<file path="src/verilog/icache_pkg.sv">
package icache_pkg;

    //////////////////////////////////////////////////
    // geometry
    //////////////////////////////////////////////////

    localparam int index_width  = 4;
    localparam int offset_width = 2;
    // everything above index and word offset, so the top index bits are kept too
    localparam int tag_width    = 32 - index_width - offset_width;
    localparam int line_words   = 1 << offset_width;
    localparam int set_count    = 1 << index_width;

    //////////////////////////////////////////////////
    // cache operations
    //////////////////////////////////////////////////

    localparam int cacop_width = 2;

    localparam logic [cacop_width-1:0] cacop_set_init = 2'd0;
    localparam logic [cacop_width-1:0] cacop_idx_inv  = 2'd1;
    localparam logic [cacop_width-1:0] cacop_hit_inv  = 2'd2;

    // controller states
    localparam int state_width = 3;

    localparam logic [state_width-1:0] st_idle      = 3'd0;
    localparam logic [state_width-1:0] st_lookup    = 3'd1;
    localparam logic [state_width-1:0] st_miss_req  = 3'd2;
    localparam logic [state_width-1:0] st_miss_wait = 3'd3;
    localparam logic [state_width-1:0] st_return    = 3'd4;

    // one line, seen as single words or as instruction pairs
    typedef union packed {
        logic [line_words-1:0][31:0]   word;
        logic [line_words/2-1:0][63:0] pair;
    } icache_line_u;

endpackage

</file>
<file path="src/verilog/icache_rbuf.sv">
`timescale 1ns/1ps

module icache_rbuf (
    input  logic                               clk,
    input  logic                               arst_n,
    input  logic                               we,
    input  logic                               hold,
    input  logic [31:0]                        addr,
    input  logic                               uncached,
    input  logic                               cacop,
    input  logic [icache_pkg::cacop_width-1:0] cacop_code,
    output logic [31:0]                        buf_addr,
    output logic                               buf_uncached,
    output logic                               buf_cacop,
    output logic [icache_pkg::cacop_width-1:0] buf_cacop_code
);

    logic capture;

    // frozen pipeline keeps the entry
    assign capture = we & ~hold;

    // request kind flags
    always_ff @(posedge clk or negedge arst_n) begin
        if (!arst_n) begin
            buf_cacop    <= 1'b0;
            buf_uncached <= 1'b0;
        end else if (capture) begin
            buf_cacop    <= cacop;
            buf_uncached <= uncached;
        end
    end

    always_ff @(posedge clk) begin
        if (capture) begin
            buf_addr       <= addr;
            buf_cacop_code <= cacop_code;
        end
    end

endmodule

</file>
<file path="config.mk">
export PLATFORM = sky130hd
export DESIGN_NAME = icache_rbuf
export DESIGN_NICKNAME = d
export VERILOG_FILES = /design/src/verilog/icache_pkg.sv /design/src/verilog/icache_rbuf.sv
export SDC_FILE = /design/constraint.sdc
export NUM_CORES = 1
export LEC_CHECK = 0
export BUFFER_PORTS_ARGS = -buffer_cell sky130_fd_sc_hd__buf_2
export CAP_MARGIN = 20
export CORE_MARGIN = 2
export CORE_UTILIZATION = 29
export CTS_CLUSTER_SIZE = 12
export DETAILED_ROUTE_END_ITERATION = 6
export PLACE_DENSITY = 0.61
export SLEW_MARGIN = 30
export SYNTH_ARGS = -nofsm -noshare
export SYNTH_HDL_FRONTEND = slang
export SYNTH_SLANG_ARGS = --single-unit
</file>
<file path="constraint.sdc">
create_clock -name clk -period 2.19 [get_ports clk]
set_clock_uncertainty 0.1 [all_clocks]
set_input_delay 0.219 -clock clk [delete_from_list [all_inputs] [get_ports clk]]
set_output_delay 0.219 -clock clk [all_outputs]
set_load 0.02 [all_outputs]
</file>
* After elaboration in Yosys (flattened, before gate mapping) *
Cells that the tools add are included.

storage, ports and cells
  register bits = 36
  bits in latches = 0
  RAM bits = 0
  bits in read-only memories = 0
  input bits = 40
  output and inout bits = 36
  word-level logic and storage cells = 6
  memories kept = 0

operators by class
  add/subtract/negate cells = 0
  multiply operators = 0
  div/mod/pow operators = 0
  magnitude comparators = 0
  equality and inequality tests = 0
  shift-type cells = 0
  muxes and demuxes = 0
  bitwise operators = 2
  reduce and logical (&&, ||, !) cells = 0

operators with widths
  operator           number
  bitwise AND 1 bit  1
  inverter 1 bit     1

* Logic depth before layout (Yosys ltp) *
  word-level depth = 2
  depth in mapped cells = 2
  depth with buffers taken out = 2

* Worst setup path after synthesis *
Ideal clock, no wire load.

  path kind = input port to flip-flop
  start = input we
  end = register buf_cacop
  setup time = 0.125 ns
  data arrival time = 1.186 ns
  data required time = 1.965 ns
  slack = 0.779 ns
  stages on the path = 2
  path buffers = 0
  cell sequence = nor2b_4 -> mux2_4

on the way
  longest elaborated chain between the ends = 1

RTL lines
  element                 RTL line           RTL
  start: declaration      icache_rbuf.sv:6   input logic we,
  bitwise AND 1 bit       icache_rbuf.sv:21  assign capture = we & ~hold;
  end signal: assignment  icache_rbuf.sv:29  buf_cacop <= cacop;
  end: declaration        icache_rbuf.sv:14  output logic buf_cacop,

No other way between the ends.
A chain may end at the register's enable or synchronous reset.

* Final worst setup path *
  start = input hold
  end = register buf_uncached

on the way
  longest elaborated chain between the ends = 2

RTL lines
  element                 RTL line           RTL
  start: declaration      icache_rbuf.sv:7   input logic hold,
  inverter 1 bit          icache_rbuf.sv:21
  bitwise AND 1 bit       icache_rbuf.sv:21
  named net capture       icache_rbuf.sv:18  logic capture;
  end signal: assignment  icache_rbuf.sv:30  buf_uncached <= uncached;
  end: declaration        icache_rbuf.sv:13  output logic buf_uncached,

The timed path passes the listed nets, and every way through them passes these cells.

==> results.cfg <==
[placement]
placement.setup.worst_slack_ns = 0.679
buffer_ports.inserted = 75
weighted_congestion_at_the_end_of_routability_driven_global_placement = 0.667
dpl_cell_area_sq_um = 1570

[finish]
num-nets-final = 178
areaGrowthSynthToFinish_pct = 61.3
final_layout_size_suffix_gt1_frac = 0.626
layout.cell_area.non_filler_sq_um = 1800
antennaDiodeCount = 0

[clocking]
clockBufferDepth = 2
sinks_on_clock_net = 36
tritoncts = built
clock_insertion_delay_worst_skew_ns = 0.28
cts_buffers = 5
post-cts-setup-buffers = 0
clk_pin_slew_worst_paths_ns = 0.07
root_cell_of_the_clock_tree = sky130_fd_sc_hd__clkbuf_8
clock_tree.htree_level_count = 2

[worst_setup_path]
worstPathArrival_ns = 1.27
rr_endpoint = buf_uncached
crit_path_start = hold
cp_max_fo = 15
critPathKind = in2reg
start_kind = primary input
timing.reg2reg.worst_path_depth = 1
timing.rr.start = buf_uncached
setup.worst_path.end = buf_uncached
endpoint_kind = flip-flop
ff2ff_setup_slack_ns = 1.33
critPathRequiredTime_ns = 2.26

[synth]
mappedNetlistNets = 79
seq_area_frac_synth = 0.961
synth.top_cells.by_area = sky130_fd_sc_hd__edfxtp_1 (92%), sky130_fd_sc_hd__dfrtp_1 (4.5%), sky130_fd_sc_hd__mux2_4 (2.7%)
synth-seq-cells = 36
post-synth-top-area-fraction = 0.916
synth.avg_cell_area_sq_um = 28.6
yosysWarnings = 0
synthDistinctLibCells = 4
synth_cells = 39
syn-cell-area_sq_um = 1110
synth_largest_area_cell = sky130_fd_sc_hd__edfxtp_1

[global_route]
grt_pass1_wl_um = 3170
globalRouteTotalUtil = 0.107
grt_antenna_before_repair = 0
via_count_of_the_first_global_routing_pass = 743
globalRoute.totalOverflow = 0
pin_count_of_the_biggest_net_entering_global_routing = 16

[hold_path]
worst_hold_path_type = in2reg
whs_path_depth = 1

[die]
dieHeight_um = 66
ios = 76
placementRows = 22
design.die.area_sq_um = 4360
die_w_um = 66
effective_utilization_at_floorplan = 0.302
core-area_sq_um = 3690

[sta]
setup_tns_ns = 0
timing.hold.ws_ns = 0.00908
timing.final.crit_share = 0.548
setup_repair_after_global_routing_missed_its_margin = false
pin_slew_with_the_least_headroom_to_its_limit_ns = 0.411
finalHoldViolCount = 0
final_slew_viol_count = 0
max_freq_ghz = 0.833
layout_setup_ws_ns = 0.989
setup-violations-final = 0
period_minus_slack_ns = 1.20
slew_headroom = 0.726

[power_and_ir_drop]
static-leakage-power_nw = 0.778
p_per_area_nw_per_um2 = 801
power.total_mw = 1.44
vdd.ir_drop.worst_mv = 0.493

[detailed_routing]
detailroute.via_count = 743
remaining_antenna_violation_count_after_routing = 0
post_drt_via_cell_ratio = 3.97
drt-total-wl_um = 2220
detailedRoute.firstIterationViolations = 12
wire_per_inst_um = 11.9
post-route-drc-count = 0
drt_pass1_iterations = 2

[job]
cap_viol_max_count = 0

[status]
status = finished, final reports clean
==> power by group <==
part           leakage, nW  switching, mW  internal, mW
clock network       0.0453          0.218         0.215
logic                0.390          0.104        0.0835
registers            0.343         0.0124         0.807
total                0.778          0.334          1.11
==> critical path, stage by stage <==
cell	delay, ns
sky130_fd_sc_hd__buf_2	0.11
sky130_fd_sc_hd__nor2b_4	0.35
sky130_fd_sc_hd__buf_4	0.27
sky130_fd_sc_hd__mux2_4	0.31
==> layer usage <==
metal,vias up,global-route usage,share of wire
li1,351,-,-
met1,334,0.0979,0.33
met2,53,0.159,0.49
met3,5,0.0954,0.16
met4,0,0.0612,0.020
met5,-,0,0
==> synth_stat cells <==
library cell,number
sky130_fd_sc_hd__dfrtp_1,2
sky130_fd_sc_hd__edfxtp_1,34
sky130_fd_sc_hd__nor2b_4,1
sky130_fd_sc_hd__mux2_4,2
==> how the worst min path moves through the flow <==
stage,end,slack [ns],startpoint
after floorplan,buf_cacop,-0.18,arst_n
after global placement,buf_cacop,-0.09,arst_n
after detailed placement,buf_cacop,-0.09,arst_n
after CTS,buf_cacop_code[0],0.0002,cacop_code[0]
after global routing,buf_addr[11],-0.0004,addr[11]
final,buf_addr[12],0.009,addr[12]
==> final cells by class <==
cell class | instances | area, sq um
Clock inverter | 3 | 13.8
Timing Repair Buffer | 92 | 541
Multi-Input combinational cell | 3 | 43.8
Tap cell | 48 | 60.1
Clock buffer | 5 | 68.8
Fill cell | 340 | 1890
Sequential cell | 36 | 1070
==> repair_timing <==
item,CTS,global route
gates resized for setup,0,0
hold buffers,3,12
endpoints found under the hold margin,4,12
==> kinds of logic after synthesis <==
logic type	count (synthesis)	synth area share
muxes	2	0.0269
DFF	36	0.961
and+or+nand+nor	1	0.0123
==> state kept, by name, summed over array words and instances (netlist names) <==
signal,cells
buf_uncached,1
buf_cacop,1
buf_addr,32
buf_cacop_code,2
==> stage by stage <==
stage | utilization | instances
global placement | 0.424 | 164
detailed placement | 0.424 | 164
finish | 0.487 | 187
floorplan | - | 39
CTS | 0.455 | 175
global route | 0.487 | 187
==> layout by cell type (no fill, tap or decap), drive strengths merged <==
| cell | Yosys | final |
|---|---|---|
| buf | 0 | 77 |
| edfxtp | 34 | 34 |
| dlygate4sd3 | 0 | 15 |
| clkbuf | 0 | 5 |
| clkinv | 0 | 3 |
| mux2 | 2 | 2 |
| dfrtp | 2 | 2 |
| nor2b | 1 | 1 |
Note: power is estimated with default switching activity, not from simulation.
