[src/verilog/icache_pkg.sv]
package icache_pkg;

    //////////////////////////////////////////////////
    // geometry
    //////////////////////////////////////////////////

    localparam int index_width  = 4;
    localparam int offset_width = 2;
    // everything above index and word offset, so the top index bits are kept too
    localparam int tag_width    = 32 - index_width - offset_width;
    localparam int line_words   = 1 << offset_width;
    localparam int set_count    = 1 << index_width;

    //////////////////////////////////////////////////
    // cache operations
    //////////////////////////////////////////////////

    localparam int cacop_width = 2;

    localparam logic [cacop_width-1:0] cacop_set_init = 2'd0;
    localparam logic [cacop_width-1:0] cacop_idx_inv  = 2'd1;
    localparam logic [cacop_width-1:0] cacop_hit_inv  = 2'd2;

    // controller states
    localparam int state_width = 3;

    localparam logic [state_width-1:0] st_idle      = 3'd0;
    localparam logic [state_width-1:0] st_lookup    = 3'd1;
    localparam logic [state_width-1:0] st_miss_req  = 3'd2;
    localparam logic [state_width-1:0] st_miss_wait = 3'd3;
    localparam logic [state_width-1:0] st_return    = 3'd4;

    // one line, seen as single words or as instruction pairs
    typedef union packed {
        logic [line_words-1:0][31:0]   word;
        logic [line_words/2-1:0][63:0] pair;
    } icache_line_u;

endpackage

[src/verilog/icache_fsm.sv]
`timescale 1ns/1ps

module icache_fsm (
    input  logic                               clk,
    input  logic                               arst_n,
    input  logic                               valid,
    input  logic                               hold,
    output logic                               ready,
    output logic                               stall,
    input  logic                               buf_uncached,
    input  logic                               buf_cacop,
    input  logic [icache_pkg::cacop_width-1:0] buf_cacop_code,
    input  logic                               buf_way_bit,
    input  logic [1:0]                         hit,
    input  logic                               victim,
    output logic                               buf_we,
    output logic                               lru_touch,
    output logic                               lru_way,
    output logic [1:0]                         data_we,
    output logic [1:0]                         tag_we,
    output logic [1:0]                         tag_inv,
    output logic                               tag_init,
    output logic                               mem_req,
    input  logic                               mem_addr_ok,
    input  logic                               mem_data_ok,
    output logic                               sel_return,
    output logic                               sel_way
);

    import icache_pkg::*;

    logic [state_width-1:0] state;
    logic [state_width-1:0] state_nxt;
    logic                   lookup;
    logic                   fetch_hit;
    logic                   need_mem;
    logic                   refill_done;

    //////////////////////////////////////////////////
    // lookup decode
    //////////////////////////////////////////////////

    assign lookup      = (state == st_lookup);
    assign fetch_hit   = lookup & ~buf_cacop & ~buf_uncached & (|hit);
    // uncached always goes out, even on a hit
    assign need_mem    = lookup & ~buf_cacop & (buf_uncached | (~|hit));
    assign refill_done = (state == st_miss_wait) & mem_data_ok;

    assign mem_req = need_mem | (state == st_miss_req);
    assign stall   = mem_req | (state == st_miss_wait);
    assign ready   = ~hold & ~stall;
    assign buf_we  = valid & ready;

    // refill into the victim way, uncached data is never kept
    assign data_we   = (refill_done & ~buf_uncached) ? (victim ? 2'b10 : 2'b01) : 2'b00;
    assign tag_we    = data_we;
    assign lru_touch = fetch_hit | (|data_we);
    assign lru_way   = fetch_hit ? hit[1] : victim;

    assign sel_return = (state == st_return);
    assign sel_way    = hit[1];

    // cache ops finish in the lookup cycle
    always_comb begin
        tag_inv  = 2'b00;
        tag_init = 1'b0;
        if (lookup && buf_cacop) begin
            case (buf_cacop_code)
                cacop_set_init: tag_init = 1'b1;
                cacop_idx_inv:  tag_inv[buf_way_bit] = 1'b1;
                cacop_hit_inv:  tag_inv = hit;
                default:        tag_inv = 2'b00;
            endcase
        end
    end

    //////////////////////////////////////////////////
    // state machine
    //////////////////////////////////////////////////

    always_comb begin
        state_nxt = state;
        case (state)
            st_idle: begin
                if (buf_we) begin
                    state_nxt = st_lookup;
                end
            end
            st_lookup: begin
                if (need_mem) begin
                    state_nxt = mem_addr_ok ? st_miss_wait : st_miss_req;
                end else if (!buf_we && !hold) begin
                    state_nxt = st_idle;
                end
            end
            st_miss_req: begin
                if (mem_addr_ok) begin
                    state_nxt = st_miss_wait;
                end
            end
            st_miss_wait: begin
                if (mem_data_ok) begin
                    state_nxt = st_return;
                end
            end
            st_return: begin
                if (buf_we) begin
                    state_nxt = st_lookup;
                end else if (!hold) begin
                    state_nxt = st_idle;
                end
            end
            default: state_nxt = st_idle;
        endcase
    end

    always_ff @(posedge clk or negedge arst_n) begin
        if (!arst_n) begin
            state <= st_idle;
        end else begin
            state <= state_nxt;
        end
    end

endmodule

[config.mk]
export PLATFORM = sky130hd
export DESIGN_NAME = icache_fsm
export DESIGN_NICKNAME = d
export VERILOG_FILES = /design/src/verilog/icache_pkg.sv /design/src/verilog/icache_fsm.sv
export SDC_FILE = /design/constraint.sdc
export NUM_CORES = 1
export LEC_CHECK = 0
export BUFFER_PORTS_ARGS = -buffer_cell sky130_fd_sc_hd__buf_2
export CORE_AREA = 2 2 39 41
export DETAILED_ROUTE_END_ITERATION = 8
export DIE_AREA = 0 0 41 43
export PLACE_DENSITY = 0.66
export SYNTH_ARGS = -nofsm -noshare
export SYNTH_HDL_FRONTEND = slang
export SYNTH_SLANG_ARGS = --single-unit
[constraint.sdc]
create_clock -name clk -period 3.4 [get_ports clk]
set_input_delay 0.34 -clock clk [delete_from_list [all_inputs] [get_ports clk]]
set_output_delay 0.34 -clock clk [all_outputs]
set_load 0.01 [all_outputs]
; ---- Yosys cells after proc, flatten, opt, wreduce, memory -nomap -nowiden
; Index checks and enable logic that the tools add are counted.
[classes]
n_reduce_logical = 11
mux = 18
magnitude_cmp = 2
n_eq_ne = 11
bitwise = 16
[op_table]
columns = cell, n
row1 = $mux 3, 7
row2 = $pmux 3 s5, 1
row3 = $and 1x1->1, 8
row4 = $eq 3x2->1 const B, 2
row5 = $mux 2, 3
row6 = $ne 2x2->1 const B, 3
row7 = $mux 1, 5
row8 = $reduce_and 5->1, 1
row9 = $not 1->1, 4
row10 = $or 1x1->1, 4
row11 = $pmux 2 s2, 1
row12 = $reduce_or 2->1, 2
row13 = $eq 3x1->1 const B, 1
row14 = $eq 3x3->1 const B, 1
row15 = $logic_and 1x1->1, 3
row16 = $logic_not 1->1, 3
row17 = $logic_not 3->1, 1
row18 = $ne 3x1->1 const B, 1
row19 = $ne 3x3->1 const B, 1
row20 = $eq 2x1->1 const B, 1
row21 = $eq 2x2->1 const B, 1
row22 = $logic_not 2->1, 1
row23 = $lt 1x2->1 const B, 1
row24 = $demux 1 s1, 1
row25 = $ge 1x1->1 const B, 1
[totals]
word_cells = 59
register_bits = 3
out_inout_bits = 15
in_bits = 14

; ---- Longest topological paths before layout
; Gate-level depths: netlist (run 1).
[logic_depth]
depth_word = 14
mapped_depth = 5
mapped_depth_nobuf = 4

; ---- Least setup slack after synthesis (run 1)
; Ideal clock, no wire load.
[synth_path]
path_kind = register -> output
start = register state[2]
end = output tag_we[0]
slack_ns = 1.768
path_buffers = 2
path_stages_with_launch = 5
required_ns = 3.060
arrival_ns = 1.292
path_cell_list = dfrtp_1 > buf_4 > or3_1 > nor2_1 > buf_4
[synth_between]
elab_chain_len = 4
[synth_rtl]
columns = item, line_no
row1 = start: declaration, icache_fsm.sv:32  ; logic [state_width-1:0] state;
row2 = start signal: assignment, icache_fsm.sv:119  ; state <= st_idle;
row3 = start signal: assignment, icache_fsm.sv:121  ; state <= state_nxt;
row4 = $eq 3x2->1, icache_fsm.sv:47  ; assign refill_done = (state == st_miss_wait) & mem_data_ok;
row5 = $and 1x1->1, icache_fsm.sv:47
row6 = $and 1x1->1, icache_fsm.sv:55  ; assign data_we = (refill_done & ~buf_uncached) ? (victim ? 2'b10 : 2'b01) : 2'b00;
row7 = $mux 2, icache_fsm.sv:55
row8 = end: declaration, icache_fsm.sv:20  ; output logic [1:0] tag_we,
; No other way between the ends.

; ---- Final worst setup path (run 1)
[layout_path]
start = register state[1]
end = output data_we[0]
[layout_between]
elab_chain_len = 4
[layout_rtl]
columns = item, line_no
row1 = $eq 3x2->1, icache_fsm.sv:47
row2 = $and 1x1->1, icache_fsm.sv:47
row3 = $and 1x1->1, icache_fsm.sv:55
row4 = $mux 2, icache_fsm.sv:55
row5 = end: declaration, icache_fsm.sv:19  ; output logic [1:0] data_we,
; No other way between the ends.

==> out/qor.yml, run 1 <==
min_period_over_period_pct: 57.8
hold_viol_final: 0
setup_viol: 0
avgViaCountPerCell: 4.95
synth_edf_count: 0
synth_area_per_cell_um2: 7.66
start_util_pct: 32.6
setup_ws_ns: 1.43
tightest_slew_ns: 0.372
fmax_mhz: 508
cts.path.max_buffers: 2
cts_tree: "built"
drc: 0
status: "completed"
reg_top3: "state (3)"
ir_drop_mv: 0.292
finClkSkew_ns: 0.00165
insertion_delay_ns: 0.23
path_buf_inv: 1
instances_no_fill: 103
die_area_um2: 1760
dr_total_vias: 510
numCtsBuffers: 3
synthMostInstantiatedCell: "nor2_1"
synth_top_flop_cell: "dfrtp_1"
path_clk_slew_ns: 0.04
place_hpwl_um: 836
setup-tns-final_ns: 0
diodes: 0
clock-sinks: 3
largest_reg_flops: 3
ant_nets: 0
cts_setup_buffers: 0
core_um2: 1380
syn_inst: 59
drive_above_1_share_pct: 39.1
place_area_um2: 574
wirelength_um: 1050
hold_class: "in2reg"
syn_to_final_growth_pct: 35.2
ys_ff_latch: 3
critPathKind: "reg2out"
grt_max_degree: 13
grt_usage_pct: 11.9
gp_congestion: 0.843
n_fill_cell: 139
ioPinCount: 29
die_w_um: 41
regMostFlops: "state"
synth_warnings: 0
power_density_nw_per_um2: 589
fp.dieH_um: 43
rows: 14
postCtsHoldBufs: 1
port_buffers: 28
min_period_ns: 1.97
crit_family: "simple AND/OR/NAND/NOR gates"
maxCapViolations: 0
fin_area_um2: 611
synth_top_area_cell: "dfrtp_1"
crit_chain: "nand3_1, or3_1, nor2_1, buf_2"
synth_top_area_share_pct: 16.6
slew_headroom_pct: 75.2
grt_overflow: 0
p_leak_nw: 0.335
grt_pass1_wl_um: 1400
antenna_found_initial: 0
drv_slew: 0
post_drt_wl_per_cell_um: 10.2
rsz0062_at_grt: "no"
syn-num-nets: 76
cp_slowest_cell: "dfrtp_1"
synthTopCellsByCount: "nor2_1, inv_1, buf_4"
synthesis.area_um2: 452
ys_seq_area_share_pct: 16.6
cp_max_fo: 11
slowest_delay_ns: 0.55
cts.htree.levels: 1
cp_data_required_time_ns: 3.06
place_ws_ns: 1.67
grt_pass1_vias: 390
critPathLaunchType: "flip-flop"
ys_async_sr_fraction_pct: 100
drt_iter0_markers: 16
cts_root_buf: "clkbuf_4"
firstDrtPassIters: 4
worstPathArrival_ns: 1.63
nets: 105
netlist_top_cells_area: "dfrtp_1, buf_4, ha_1, nor2_1, inv_1"
cp-end-kind: "primary output"
cts_resized: 0
place_inst: 98
yosysUniqueCellTypes: 29
report_power, final:
group / leakage [nW] / internal [mW] / total, mW / switching, mW
clock network: 0.0150 / 0.0440 / 0.0635 / 0.0195
registers: 0.0374 / 0.0518 / 0.0963 / 0.0445
logic: 0.283 / 0.108 / 0.200 / 0.0916
layer usage:
layer / share of wire [%] / global-route usage, % / wire [um]
met1: 43 / 11.9 / 446
met2: 47 / 20.6 / 489
met3: 11 / 1.57 / 110
met4: 0 / 8.00 / 0
met5: 0 / 0 / 0
metrics by stage:
| step | total power [mW] | utilization (%) | hold WS [ns] |
|---|---|---|---|
| after floorplan | 0.246 | - | 0.0444 |
| after global placement | 0.294 | 41.5 | 0.137 |
| after detailed placement | 0.297 | 41.5 | 0.138 |
| after CTS | 0.367 | 44.1 | 0.365 |
| after global routing | 0.394 | 44.1 | 0.419 |
| final | 0.359 | 44.1 | 0.372 |
cell families (layout without fill, tap and decap cells):
| kind of cell | Yosys count | in the layout | share of synthesized area (%) |
|---|---|---|---|
| AOI/OAI and AO/OA | 14 | 14 | 24.1 |
| buffers and inverters | 11 | 39 | 13.3 |
| DFF | 3 | 3 | 16.6 |
| and+or+nand+nor | 27 | 27 | 35.5 |
| muxes | 1 | 1 | 2.22 |
| adders and majority gates | 3 | 3 | 8.31 |
worst paths after layout:
path | from | end | slack, ns | depth (start not counted)
min in group asynchronous | arst_n | state[2] | 0.42 | 2
min | hold | state[2] | 0.37 | 3
max reg2reg | state[1] | state[0] | 2.02 | 3
max | state[1] | data_we[0] | 1.43 | 4
max in group asynchronous | arst_n | state[0] | 2.87 | 2
min reg2reg | state[0] | state[0] | 0.71 | 1
area by class of cell:
class                   count  area, um^2  area share (%)
multi-input cells          45         317            51.8
inverters                   6        22.5            3.69
clock buffers               4        26.3            4.30
well taps                  16        20.0            3.28
flip-flops and latches      3        75.1            12.3
repair buffers             29         150            24.6
cells in the final DEF (no fill, tap or decap), drive strengths merged, types with 2 or more instances in the layout:
| cell type | instances |
|---|---|
| inv | 6 |
| buf | 28 |
| nor2 | 8 |
| clkbuf | 4 |
| a22oi | 2 |
| nor3b | 2 |
| a21oi | 3 |
| nand2b | 3 |
| nand2 | 2 |
| ha | 3 |
| o21bai | 2 |
| nand3 | 3 |
| dfrtp | 3 |
| and3 | 2 |
worst min-delay path: stages:
cell	delay (ns)
buf_2	0.11
nand2_1	0.05
o21ai_0	0.06
Note: power is estimated with default switching activity, not from simulation.
==> inputs of run 2 (changes only) <==
--- a/config.mk
+++ b/config.mk
@@ -9,7 +9,7 @@
 export CORE_AREA = 2 2 39 41
 export DETAILED_ROUTE_END_ITERATION = 8
 export DIE_AREA = 0 0 41 43
-export PLACE_DENSITY = 0.66
+export PLACE_DENSITY = 0.69
 export SYNTH_ARGS = -nofsm -noshare
 export SYNTH_HDL_FRONTEND = slang
 export SYNTH_SLANG_ARGS = --single-unit
==> constraint.sdc (replaced) <==
create_clock -name clk -period 1.6 [get_ports clk]
set_input_delay 0.16 -clock clk [delete_from_list [all_inputs] [get_ports clk]]
set_output_delay 0.16 -clock clk [all_outputs]
set_load 0.01 [all_outputs]
==> run 2 against run 1 <==
Compared with the run above:
- critical path depth did not move
- combinational power rose to 2.8 times the previous value
- clock skew barely moved
- critical endpoint is now lru_way
==> out/qor.yml, run 2 (same netlist as run 1, synthesis figures left out) <==
fp.dieH_um: 43
avgViaCountPerCell: 4.99
slowest_delay_ns: 0.45
fmax_mhz: 647
status: "completed"
p_leak_nw: 0.359
start_util_pct: 32.6
instances_no_fill: 108
place_ws_ns: 0.200
ioPinCount: 29
ant_nets: 0
clock-sinks: 3
n_fill_cell: 143
die_area_um2: 1760
setup_viol: 0
drt_iter0_markers: 11
tightest_slew_ns: 0.309
grt_pass1_wl_um: 1490
cts_tree: "built"
drv_slew: 0
cts.htree.levels: 1
hold_class: "in2reg"
path_clk_slew_ns: 0.04
ir_drop_mv: 0.628
reg_top3: "state (3)"
cts.path.max_buffers: 2
nets: 110
syn_to_final_growth_pct: 47.6
min_period_ns: 1.54
port_buffers: 28
regMostFlops: "state"
drive_above_1_share_pct: 50.0
antenna_found_initial: 0
fin_hold_ws_ns: 0.181
die_w_um: 41
multi_input_area_um2: 332
cp_max_fo: 6
worstPathArrival_ns: 1.38
seq_area_um2: 78.8
maxCapViolations: 0
largest_reg_flops: 3
grt_pass1_vias: 401
place_inst: 99
crit_family: "flip-flops"
place_hpwl_um: 814
path_buf_inv: 1
setup_ws_ns: 0.0551
min_period_over_period_pct: 96.6
finClkSkew_ns: 0.00199
power_density_nw_per_um2: 1310
grt_max_degree: 13
p_total_uw: 872
grt_usage_pct: 12.9
setup-tns-final_ns: 0
critPathKind: "reg2out"
core_um2: 1380
crit_chain: "nor3b_4, nand3_1, a32o_1, buf_2"
wirelength_um: 1100
diodes: 0
slew_headroom_pct: 79.4
cp_slowest_cell: "dfrtp_2"
dr_total_vias: 539
rows: 14
cp-end-kind: "primary output"
grt_overflow: 0
gp_congestion: 0.766
drc: 0
post_drt_wl_per_cell_um: 10.2
final_common_cell: "buf_2"
cts_root_buf: "clkbuf_4"
cp_data_required_time_ns: 1.44
critPathLaunchType: "flip-flop"
hold_viol_final: 0
numCtsBuffers: 3
firstDrtPassIters: 4
layout_common_cells: "buf_2, inv_1, nor2_1, buf_4"
insertion_delay_ns: 0.24
rsz0062_at_grt: "yes"
## run 2: per-layer routing
layer | vias up | track usage [%] | wire length (um)
met3 | 2 | 1.57 | 110
met2 | 30 | 20.6 | 529
li1 | 272 | - | -
met5 | - | 0 | 0
met4 | 0 | 12.0 | 24
met1 | 235 | 13.2 | 435
## run 2: final timing paths
path | endpoint | startpoint | cells past startpoint | slack (ns)
setup / recovery | lru_way | state[2] | 4 | 0.06
hold / removal | state[2] | hold | 3 | 0.18
setup reg to reg | state[0] | state[2] | 4 | 0.16
hold reg to reg | state[0] | state[0] | 1 | 0.63
max in group asynchronous | state[0] | arst_n | 2 | 1.24
min in group asynchronous | state[2] | arst_n | 2 | 0.24
## run 2: timing repair
item                                    CTS  global route
setup buffers                             0             4
hold buffers                              1             0
gates resized for setup                   3             4
endpoints found under the setup margin    5             6
pin swaps                                 0             1
endpoints found under the hold margin     3             0
## run 2: cell type report
type | count | area share [%]
clock buffers | 4 | 3.94
inverters | 6 | 3.38
well taps | 16 | 3.00
multi-input cells | 45 | 49.7
repair buffers | 34 | 28.1
flip-flops and latches | 3 | 11.8
## run 2: worst reg2reg max path: cells and delay by family, from the launching register on
| family | cells | cell delay, ns |
|---|---|---|
| DFF | 1 | 0.45 |
| AOI/OAI and AO/OA | 2 | 0.30 |
| buffers and inverters | 1 | 0.17 |
| and+or+nand+nor | 1 | 0.45 |
## run 2: power breakdown
part,switching [mW],total [mW],internal [mW]
Sequential,0.0645,0.182,0.118
Clock,0.0450,0.139,0.0938
Combinational,0.252,0.551,0.299
Total,0.362,0.872,0.510
## run 2: stage by stage
step           utilization [%]  area [um^2]
4_1_cts                   45.2          626
6_report                  48.2          667
5_1_grt                   48.2          667
3_3_place_gp              42.0          582
2_1_floorplan                -          452
3_5_place_dp              42.0          582
