===== config.mk =====
export PLATFORM = sky130hd
export DESIGN_NAME = icache_lru
export DESIGN_NICKNAME = d
export VERILOG_FILES = /design/src/verilog/icache_pkg.sv /design/src/verilog/icache_lru.sv
export SDC_FILE = /design/constraint.sdc
export NUM_CORES = 1
export LEC_CHECK = 0
export ABC_CLOCK_PERIOD_IN_PS = 2400
export BUFFER_PORTS_ARGS = -buffer_cell sky130_fd_sc_hd__clkbuf_2
export CAP_MARGIN = 20
export CORE_UTILIZATION = 40
export CTS_BUF_LIST = sky130_fd_sc_hd__clkbuf_8
export CTS_CLUSTER_SIZE = 25
export DETAILED_ROUTE_END_ITERATION = 16
export PLACE_DENSITY = 0.6
export RECOVER_POWER = 25
export SYNTH_ARGS = -nofsm -noshare
export SYNTH_HDL_FRONTEND = slang
export SYNTH_SLANG_ARGS = --single-unit

===== constraint.sdc =====
create_clock -name clk -period 2.4 [get_ports clk]
set_input_delay 0.12 -clock clk [delete_from_list [all_inputs] [get_ports clk]]
set_output_delay 0.12 -clock clk [all_outputs]
set_load 0.01 [all_outputs]

===== src/verilog/icache_pkg.sv =====
package icache_pkg;

    //////////////////////////////////////////////////
    // geometry
    //////////////////////////////////////////////////

    localparam int index_width  = 4;
    localparam int offset_width = 2;
    // everything above index and word offset, so the top index bits are kept too
    localparam int tag_width    = 32 - index_width - offset_width;
    localparam int line_words   = 1 << offset_width;
    localparam int set_count    = 1 << index_width;

    //////////////////////////////////////////////////
    // cache operations
    //////////////////////////////////////////////////

    localparam int cacop_width = 2;

    localparam logic [cacop_width-1:0] cacop_set_init = 2'd0;
    localparam logic [cacop_width-1:0] cacop_idx_inv  = 2'd1;
    localparam logic [cacop_width-1:0] cacop_hit_inv  = 2'd2;

    // controller states
    localparam int state_width = 3;

    localparam logic [state_width-1:0] st_idle      = 3'd0;
    localparam logic [state_width-1:0] st_lookup    = 3'd1;
    localparam logic [state_width-1:0] st_miss_req  = 3'd2;
    localparam logic [state_width-1:0] st_miss_wait = 3'd3;
    localparam logic [state_width-1:0] st_return    = 3'd4;

    // one line, seen as single words or as instruction pairs
    typedef union packed {
        logic [line_words-1:0][31:0]   word;
        logic [line_words/2-1:0][63:0] pair;
    } icache_line_u;

endpackage


===== src/verilog/icache_lru.sv =====
`timescale 1ns/1ps

module icache_lru (
    input  logic                               clk,
    input  logic                               arst_n,
    input  logic [icache_pkg::index_width-1:0] index,
    input  logic                               hit_way,
    input  logic                               touch,
    output logic                               victim
);

    import icache_pkg::*;

    // one bit per set, names the least recently used way
    logic [set_count-1:0] lru_bits;

    always_ff @(posedge clk or negedge arst_n) begin
        if (!arst_n) begin
            lru_bits <= '0;
        end else if (touch) begin
            // the way just used is safe, the other one goes next
            lru_bits[index] <= ~hit_way;
        end
    end

    assign victim = lru_bits[index];

endmodule


# [Word-level counts from Yosys, hierarchy flattened]
# Index checks and enable logic that the tools add are counted.
[totals] input_bits=8 reg_bits=16 output_inout_bits=1 word_cells=10
[classes] magnitude_cmp=2 n_bitwise=1 n_reduce_logical=1 n_mux=5
[op_table] op="$bwmux W16" count=1
[op_table] op="$lt A4 B5 Y1 const B" count=1
[op_table] op="$bmux W1 S4" count=1
[op_table] op="$demux W1 S4" count=1
[op_table] op="$ge A4 B1 Y1 const B" count=1
[op_table] op="$mux W1" count=2
[op_table] op="$logic_and A1 B1 Y1" count=1
[op_table] op="$not A1 Y1" count=1

# [Depth between registers and ports, before layout]
# Gate-level depths: netlist of run 1.
[logic_depth] word_depth=5 mapped_depth=5 ltp_nobuf=3

# [Worst setup path before layout of run 1]
# Ideal clock, no wire load.
[synth_timing] path_type="register to output" start="register lru_bits[3]" end="output victim" t_required_ns=2.280 t_arrival_ns=1.104 slack_ns=1.176 path_stages_with_launch=4 n_path_buf=0 cell_sequence="dfrtp_1 mux4_2 a22oi_2 nand3_1"
[synth_between] elab_chain_cells=2
[synth_rtl] item="start: declaration" line_no="icache_lru.sv:15" source="logic [set_count-1:0] lru_bits;"
[synth_rtl] item="start signal: indexed assignment" line_no="icache_lru.sv:22" source="lru_bits[index] <= ~hit_way;"
[synth_rtl] item="$bmux W1 S4" line_no="icache_lru.sv:26" source="assign victim = lru_bits[index];"
[synth_rtl] item="$mux W1 (implied by the code)" line_no="icache_lru.sv:26"
[synth_rtl] item="end: declaration" line_no="icache_lru.sv:9" source="output logic victim"
# No other way between the ends. The select of a mux whose other input is x is not followed.

# [Worst setup path in the final report of run 1]
# Ends and elaborated chain as after synthesis.

==> results.cfg, run 1 <==
[status]
result_of_the_run = finished, final reports clean

[logic_synthesis]
dominantRegCellSynth = dfrtp_1
syn-cell-area_um2 = 833
ys_seq_elements = 16
synth-edff-count = 0
yosysWarningCount = 0
synth_sequential_area_ratio_pct = 48.0
async_flop_share_pct = 100
netlist_instances = 74
avgSynthCellArea_um2 = 11.3
syn-num-nets = 82
synth.distinct_cells = 18

[setup_path]
worst_r2r_endpoint = lru_bits[15]
regToRegSetupSlack_ns = 1.68
start_kind = register
worstSetupEndpointType = output pin
reg2reg_from = lru_bits[15]
worstSetupPathType = reg2out
rr_worst_depth = 2
cp.arrival_ns = 1.50
worst_ep_required_ns = 2.28
worstPathMaxFanout = 2

[final_layout]
top_register = lru_bits
area_growth_syn_to_layout_pct = 8.26
antenna_cells_inserted = 0
biggestRegsByFlops = lru_bits (16)
layout_common_cells = 16 x a31oi_1, 16 x dfrtp_1, 12 x a21oi_1
final_core_utilization_pct = 46.0
layout.nets = 85
max_reg_flops = 16
ratio_of_cells_with_drive_above_1_in_the_final_layout_pct = 24.0

[route]
post_route_wl_um = 1660
routed_wire_length_per_instance_um = 16.2
route.detailed.vias_per_inst = 6.03
vias = 615
detailedRoute.firstIterationViolations = 17
ant_nets = 0
drtPass1Iterations = 5
residual_drc_count = 0

[power]
vdd_drop_max_mv = 0.423
total_leakage_power_nw = 0.355
power_density_mw_per_mm2 = 803

[clocking]
cts.clk_slew.worst_paths_ns = 0.06
numClockSinks = 16
cts_made_buffers = 3
cts_root_buf = clkbuf_8
cts_resized = 0
tritoncts_clock_tree = built
insertion_delay_ns = 0.25
cts_max_level = 1
ctsLongestPathBuffers = 2

[sta]
timing_worst_slew_pin_value_ns = 0.871
min_period_over_period_pct = 67.4
post_route_worst_hold_slack_ns = 0.250
achievable-frequency_ghz = 0.618
clock-skew-final_ns = 0
worst_slew_margin_rel_pct = 42.0
timing.setup.tns_ns = 0
fin_hold_viols = 0
unrepaired_setup_endpoints_after_global_routing = false
finalMaxSlewViolations = 0
report.final.setup_viol = 0
layout_min_cycle_time_ns = 1.62

[place]
placement.io_buffers = 8
dp_hpwl_um = 1110
finalWeightedCongestion = 0.743

[global_routing]
overall_fraction_of_global_route_tracks_in_use_pct = 18.1
maximum_number_of_pins_on_one_net_before_global_route_repair = 17
number_of_antenna_violations_at_the_first_check_in_global_routing = 0
grt_overflow = 0
wire_length_of_the_first_global_routing_pass_um = 2650
number_of_global_route_vias_before_repair = 509

[min_path]
whs_path_depth = 2
min_delay_worst_endpoint = lru_bits[14]
worst_hold_path_type = in2reg
launch_point_of_the_worst_hold_path = index[3]

[floorplanning]
floorplan_die_width_um = 47.6
floorplan.initialDensity_pct = 42.5
core.rowCount = 16
chipHeight_um = 47.6
die_area_mm2 = 0.00227
boundaryPins = 9
placeable_core_region_mm2 = 0.00196

[flow_run]
max_cap_violations = 0
how the worst max path moves through the flow:
stage / start / end / slack [ns] / depth (start not counted)
2_1_floorplan: lru_bits[3] / victim / 1.18 / 3
3_3_place_gp: index[0] / victim / 1.01 / 5
3_5_place_dp: index[0] / victim / 1.01 / 5
4_1_cts: lru_bits[3] / victim / 0.76 / 4
5_1_grt: lru_bits[3] / victim / 0.72 / 4
6_report: lru_bits[3] / victim / 0.78 / 4
routing by layer:
layer / global-route usage (%) / up-vias / routed length (um)
met2: 24.7 / 30 / 712
met4: 8.33 / 0 / 20
li1: - / 293 / -
met5: 0 / - / 0
met1: 25.6 / 288 / 782
met3: 6.79 / 4 / 141
cell families after synthesis:
family	count (synthesis)	share of synthesized area (%)
buffers and inverters	11	6.61
flip-flops	16	48.0
AO/OA/AOI/OAI	33	24.9
multiplexers	4	11.7
AND/OR/NAND/NOR	10	8.71
synth_stat cells, drive strengths merged (2+ instances only):
cell | instances | area, um^2
a21oi | 12 | 60.1
dfrtp | 16 | 400
mux4 | 4 | 97.6
a41oi | 4 | 35.0
nor2b | 2 | 12.5
nand3 | 2 | 10.0
and3b | 2 | 20.0
a31oi | 16 | 100
buf | 7 | 40.0
clkbuf | 4 | 15.0
area by class of cell:
type | count | area (um^2)
Fill cell | 200 | 1060
Sequential cell | 16 | 400
Multi-Input combinational cell | 47 | 378
Timing Repair Buffer | 9 | 48.8
Clock buffer | 3 | 41.3
Tap cell | 27 | 33.8
worst max-delay path, stage by stage (launching register included):
cell and delay (ns):
dfrtp_1 0.38, mux4_2 0.48, a22oi_2 0.16, nand3_1 0.10, clkbuf_2 0.13
power by group:
part | internal, mW | total (mW) | leakage, nW | switching (mW)
combinational | 0.0823 | 0.158 | 0.151 | 0.0758
sequential | 0.334 | 0.368 | 0.182 | 0.0335
clock | 0.111 | 0.199 | 0.0216 | 0.0874
stage by stage:
step | std cells | total power, mW | cell area [um^2] | setup WS, ns
floorplan | 74 | 0.491 | 833 | 1.18
global placement | 98 | 0.526 | 852 | 1.01
detailed placement | 98 | 0.531 | 852 | 1.01
CTS | 102 | 0.735 | 903 | 0.758
global route | 102 | 0.770 | 902 | 0.718
finish | 102 | 0.724 | 902 | 0.782
what timing repair did:
| action | 4_1_cts | 5_1_grt |
|---|---|---|
| hold buffers | 1 | 0 |
| setup endpoints to repair | 0 | 0 |
| hold endpoints to repair | 16 | 0 |
| buffers inserted | 0 | 0 |
No activity file was read; power rests on OpenSTA's default activity.
==> inputs of run 2 (changes only) <==
Settings changed: ABC_CLOCK_PERIOD_IN_PS 2400 to 1650.
Clock period 2.4 ns to 1.65 ns, I/O delays scaled along.
==> run 2 against run 1 <==
Against the previous run: die area is the same; clock skew unchanged; core utilization up 1.5 points; critical path depth did not move; clock power grew 74%; non-clock buffer count up 2; worst hold slack worse by 0.035 ns.
==> results.cfg, run 2 (synthesis results as in run 1) <==
[status]
result_of_the_run = finished, final reports clean

[sta]
achievable-frequency_ghz = 0.628
min_period_over_period_pct = 96.5
worst_slew_margin_rel_pct = 41.5
timing_worst_slew_pin_value_ns = 0.877
unrepaired_setup_endpoints_after_global_routing = false
fin_hold_viols = 0
finalMaxSlewViolations = 0
layout_min_cycle_time_ns = 1.59
clock-skew-final_ns = 0
report.final.setup_viol = 0
timing.setup.tns_ns = 0

[final_layout]
area_growth_syn_to_layout_pct = 11.7
layout.nets = 87
final_core_utilization_pct = 47.4
max_reg_flops = 16
layout_common_cells = 16 x a31oi_1, 16 x dfrtp_1, 12 x a21oi_1
antenna_cells_inserted = 0
biggestRegsByFlops = lru_bits (16)
ratio_of_cells_with_drive_above_1_in_the_final_layout_pct = 26.9
top_register = lru_bits

[clocking]
cts.clk_slew.worst_paths_ns = 0.06
numClockSinks = 16
tritoncts_clock_tree = built
cts_resized = 0
ctsLongestPathBuffers = 2
cts_root_buf = clkbuf_8
postCtsSetupBuffers = 0
insertion_delay_ns = 0.25
cts_made_buffers = 3
cts_max_level = 1
cts_hold_buffers = 1

[flow_run]
max_cap_violations = 0

[power]
finalPower_mw = 1.11
total_leakage_power_nw = 0.373
power_density_mw_per_mm2 = 1190
vdd_drop_max_mv = 0.591

[floorplanning]
die_area_mm2 = 0.00227
placeable_core_region_mm2 = 0.00196
boundaryPins = 9
core.rowCount = 16
chipHeight_um = 47.6
floorplan.initialDensity_pct = 42.5
floorplan_die_width_um = 47.6

[route]
drtPass1Iterations = 4
post_route_wl_um = 1590
residual_drc_count = 0
vias = 609
routed_wire_length_per_instance_um = 15.1
route.detailed.vias_per_inst = 5.80
detailedRoute.firstIterationViolations = 19
ant_nets = 0

[min_path]
whs_path_depth = 2
worst_hold_path_type = in2reg
launch_point_of_the_worst_hold_path = index[3]
min_delay_worst_endpoint = lru_bits[13]

[global_routing]
number_of_global_route_vias_before_repair = 513
maximum_number_of_pins_on_one_net_before_global_route_repair = 17
number_of_antenna_violations_at_the_first_check_in_global_routing = 0
wire_length_of_the_first_global_routing_pass_um = 2500
grt_overflow = 0
overall_fraction_of_global_route_tracks_in_use_pct = 16.9

[setup_path]
worst_ep_required_ns = 1.57
start_kind = register
rr_worst_depth = 2
worstSetupPathType = reg2out
worstPathMaxFanout = 2
worstSetupEndpointType = output pin
reg2reg_from = lru_bits[15]
worst_r2r_endpoint = lru_bits[15]
cp.arrival_ns = 1.51
regToRegSetupSlack_ns = 0.93

[place]
finalWeightedCongestion = 0.741
placement.io_buffers = 8
dp_hpwl_um = 1070
[run 2: worst max path at each step]
stage,startpoint,endpoint,depth (start not counted)
final,lru_bits[3],victim,4
after CTS,lru_bits[3],victim,4
after detailed placement,lru_bits[3],victim,4
after floorplan,lru_bits[3],victim,3
after global placement,lru_bits[3],victim,4
after global routing,lru_bits[3],victim,4
[run 2: per-stage QoR]
step	hold slack, ns	setup WS [ns]	std cells	cell area [um^2]
floorplan	-0.213	0.464	74	833
global placement	0.0271	0.333	100	867
detailed placement	0.0290	0.315	100	867
CTS	0.216	0.0401	105	932
global route	0.241	0.0232	105	931
finish	0.215	0.0577	105	931
[run 2: per-layer routing]
metal / vias up / GRT usage [%] / routed length [um]
li1: 304 / - / -
met1: 296 / 24.2 / 783
met2: 7 / 23.6 / 739
met3: 2 / 3.40 / 48
met4: 0 / 10.0 / 13
met5: - / 0 / 0
[run 2: area by class of cell]
type / count / area (um^2)
sequential: 16 / 400
tap: 27 / 33.8
multi-input combinational: 47 / 378
fill: 204 / 1030
clock buffer: 4 / 55.1
timing repair buffer: 11 / 63.8
[run 2: critical path, stage by stage (launching register included)]
cell      delay [ns]
dfrtp_1         0.38
mux4_2          0.48
a22oi_2         0.18
nand3_1         0.10
clkbuf_2        0.13
[run 2: report_power, final]
group          switching (mW)  leakage [nW]  internal [mW]  total (mW)
combinational           0.109         0.162          0.123       0.232
sequential             0.0470         0.182          0.486       0.533
clock                   0.135        0.0288          0.212       0.346
total                   0.291         0.373          0.820        1.11
==> inputs of run 3 (changes only) <==
--- a/constraint.sdc
+++ b/constraint.sdc
@@ -3,2 +3,2 @@
 set_output_delay 0.0825 -clock clk [all_outputs]
-set_load 0.01 [all_outputs]
+set_load 0.05 [all_outputs]
==> run 3 against run 2 <==
Against the previous run: worst hold slack gained 0.0054 ns; sequential cell count is the same; count of clock-buffer cells in the layout is the same; first-iteration DRC count grew 5.3%; power grew 3.4%; non-clock buffer count grew 1; register-to-register slack is essentially flat; combinational power grew 18%; final cell count grew 0.95%; critical path type unchanged.
==> results.cfg, run 3 (synthesis results as in run 1) <==
[sta]
layout_min_cycle_time_ns = 1.63
layout_setup_ws_ns = 0.0235
fin_hold_viols = 0
unrepaired_setup_endpoints_after_global_routing = true
timing_worst_slew_pin_value_ns = 0.872
achievable-frequency_ghz = 0.615
report.final.setup_viol = 0
finalMaxSlewViolations = 0
clock-skew-final_ns = 0
worst_slew_margin_rel_pct = 41.8
timing.setup.tns_ns = 0
min_period_over_period_pct = 98.6

[clocking]
numClockSinks = 16
cts_max_level = 1
tritoncts_clock_tree = built
ctsLongestPathBuffers = 2
cts.clk_slew.worst_paths_ns = 0.07
cts_root_buf = clkbuf_8
cts_made_buffers = 3
insertion_delay_ns = 0.25

[route]
drtPass1Iterations = 4
detailedRoute.firstIterationViolations = 20
routed_wire_length_per_instance_um = 15.4
vias = 630
route.detailed.vias_per_inst = 5.94
post_route_wl_um = 1630
residual_drc_count = 0
ant_nets = 0

[final_layout]
biggestRegsByFlops = lru_bits (16)
antenna_cells_inserted = 0
top_register = lru_bits
ratio_of_cells_with_drive_above_1_in_the_final_layout_pct = 29.1
final_core_utilization_pct = 48.6
layout.nets = 88
layout_common_cells = 16 x a31oi_1, 16 x dfrtp_1, 12 x a21oi_1
max_reg_flops = 16
area_growth_syn_to_layout_pct = 14.4
post-route-cell-area_um2 = 953

[min_path]
whs_path_depth = 2
min_delay_worst_endpoint = lru_bits[12]
launch_point_of_the_worst_hold_path = index[3]
worst_hold_path_type = in2reg

[setup_path]
cpLargestDelayFamily = multiplexers
worst-path-buf-inv = 1
start_kind = register
ordered_list_of_cells_on_the_worst_path = mux4_2 > a22oi_2 > nand3_2 > buf_8
reg2reg_from = lru_bits[14]
critPathMaxStageDelay_ns = 0.48
worst_r2r_endpoint = lru_bits[14]
rr_worst_depth = 2
worstPathMaxFanout = 2
worstSetupEndpointType = output pin
crit_slowest_cell = mux4_2
worstSetupPathType = reg2out
regToRegSetupSlack_ns = 0.93
cp.arrival_ns = 1.54
worst_ep_required_ns = 1.57

[floorplanning]
core.rowCount = 16
boundaryPins = 9
chipHeight_um = 47.6
placeable_core_region_mm2 = 0.00196
floorplan_die_width_um = 47.6
die_area_mm2 = 0.00227
floorplan.initialDensity_pct = 42.5

[flow_run]
max_cap_violations = 0

[global_routing]
number_of_antenna_violations_at_the_first_check_in_global_routing = 0
wire_length_of_the_first_global_routing_pass_um = 2640
overall_fraction_of_global_route_tracks_in_use_pct = 17.7
maximum_number_of_pins_on_one_net_before_global_route_repair = 17
use_met3_pct = 3.40
grt_busiest_layer = met2
grt.met2_usage_pct = 26.8
gr-usage-met1_pct = 24.5
grt_overflow = 0
number_of_global_route_vias_before_repair = 566

[status]
result_of_the_run = finished, final reports clean

[place]
finalWeightedCongestion = 0.773
placed_cell_area_um2 = 875
placement.io_buffers = 8
dp_hpwl_um = 1140
pre_cts_slack_ns = 0.219

[power]
power_density_mw_per_mm2 = 1210
finalPower_mw = 1.15
total_leakage_power_nw = 0.385
vdd_drop_max_mv = 0.519
==> run 3: cell count changes in the layout (fill, tap and decap cells not counted) <==
cell      change
buf_4         +1
nand3_2       +1
clkbuf_2      -1
buf_8         +1
nand3_1       -1
==> run 3: metal layers <==
metal / up-vias / routed length, um
met2: 15 / 761
met4: 0 / 25
met5: - / 0
met1: 307 / 799
li1: 304 / -
met3: 4 / 46
==> run 3: what timing repair did <==
action	CTS	global route
endpoints found under the setup margin	1	1
hold buffers	1	0
gates resized for setup	2	2
pin swaps	1	0
hold endpoints to repair	16	0
setup buffers	0	0
==> run 3: final cells by class <==
class	count	area, um^2
flip-flops and latches	16	400
clock buffers	4	55.1
fillers	193	1010
multi-input cells	47	383
repair buffers	12	81.3
well taps	27	33.8
==> run 3: stage by stage <==
step                      hold WS, ns  std cells
after floorplan                -0.213         74
after global placement         0.0295        101
after detailed placement       0.0283        101
after CTS                       0.219        106
after global routing            0.242        106
final                           0.220        106
==> run 3: worst max path at each step <==
| stage | slack, ns | endpoint | cells after the start | start |
|---|---|---|---|---|
| 6_report | 0.02 | victim | 4 | lru_bits[3] |
| 4_1_cts | -0.01 | victim | 4 | lru_bits[3] |
| 5_1_grt | -0.03 | victim | 4 | lru_bits[3] |
| 3_3_place_gp | 0.23 | victim | 4 | lru_bits[3] |
| 2_1_floorplan | 0.18 | victim | 3 | lru_bits[3] |
| 3_5_place_dp | 0.22 | victim | 4 | lru_bits[3] |
==> run 3: power by group <==
part | internal (mW) | switching [mW]
Sequential | 0.486 | 0.0466
Clock | 0.211 | 0.133
Combinational | 0.138 | 0.135
Total | 0.835 | 0.314
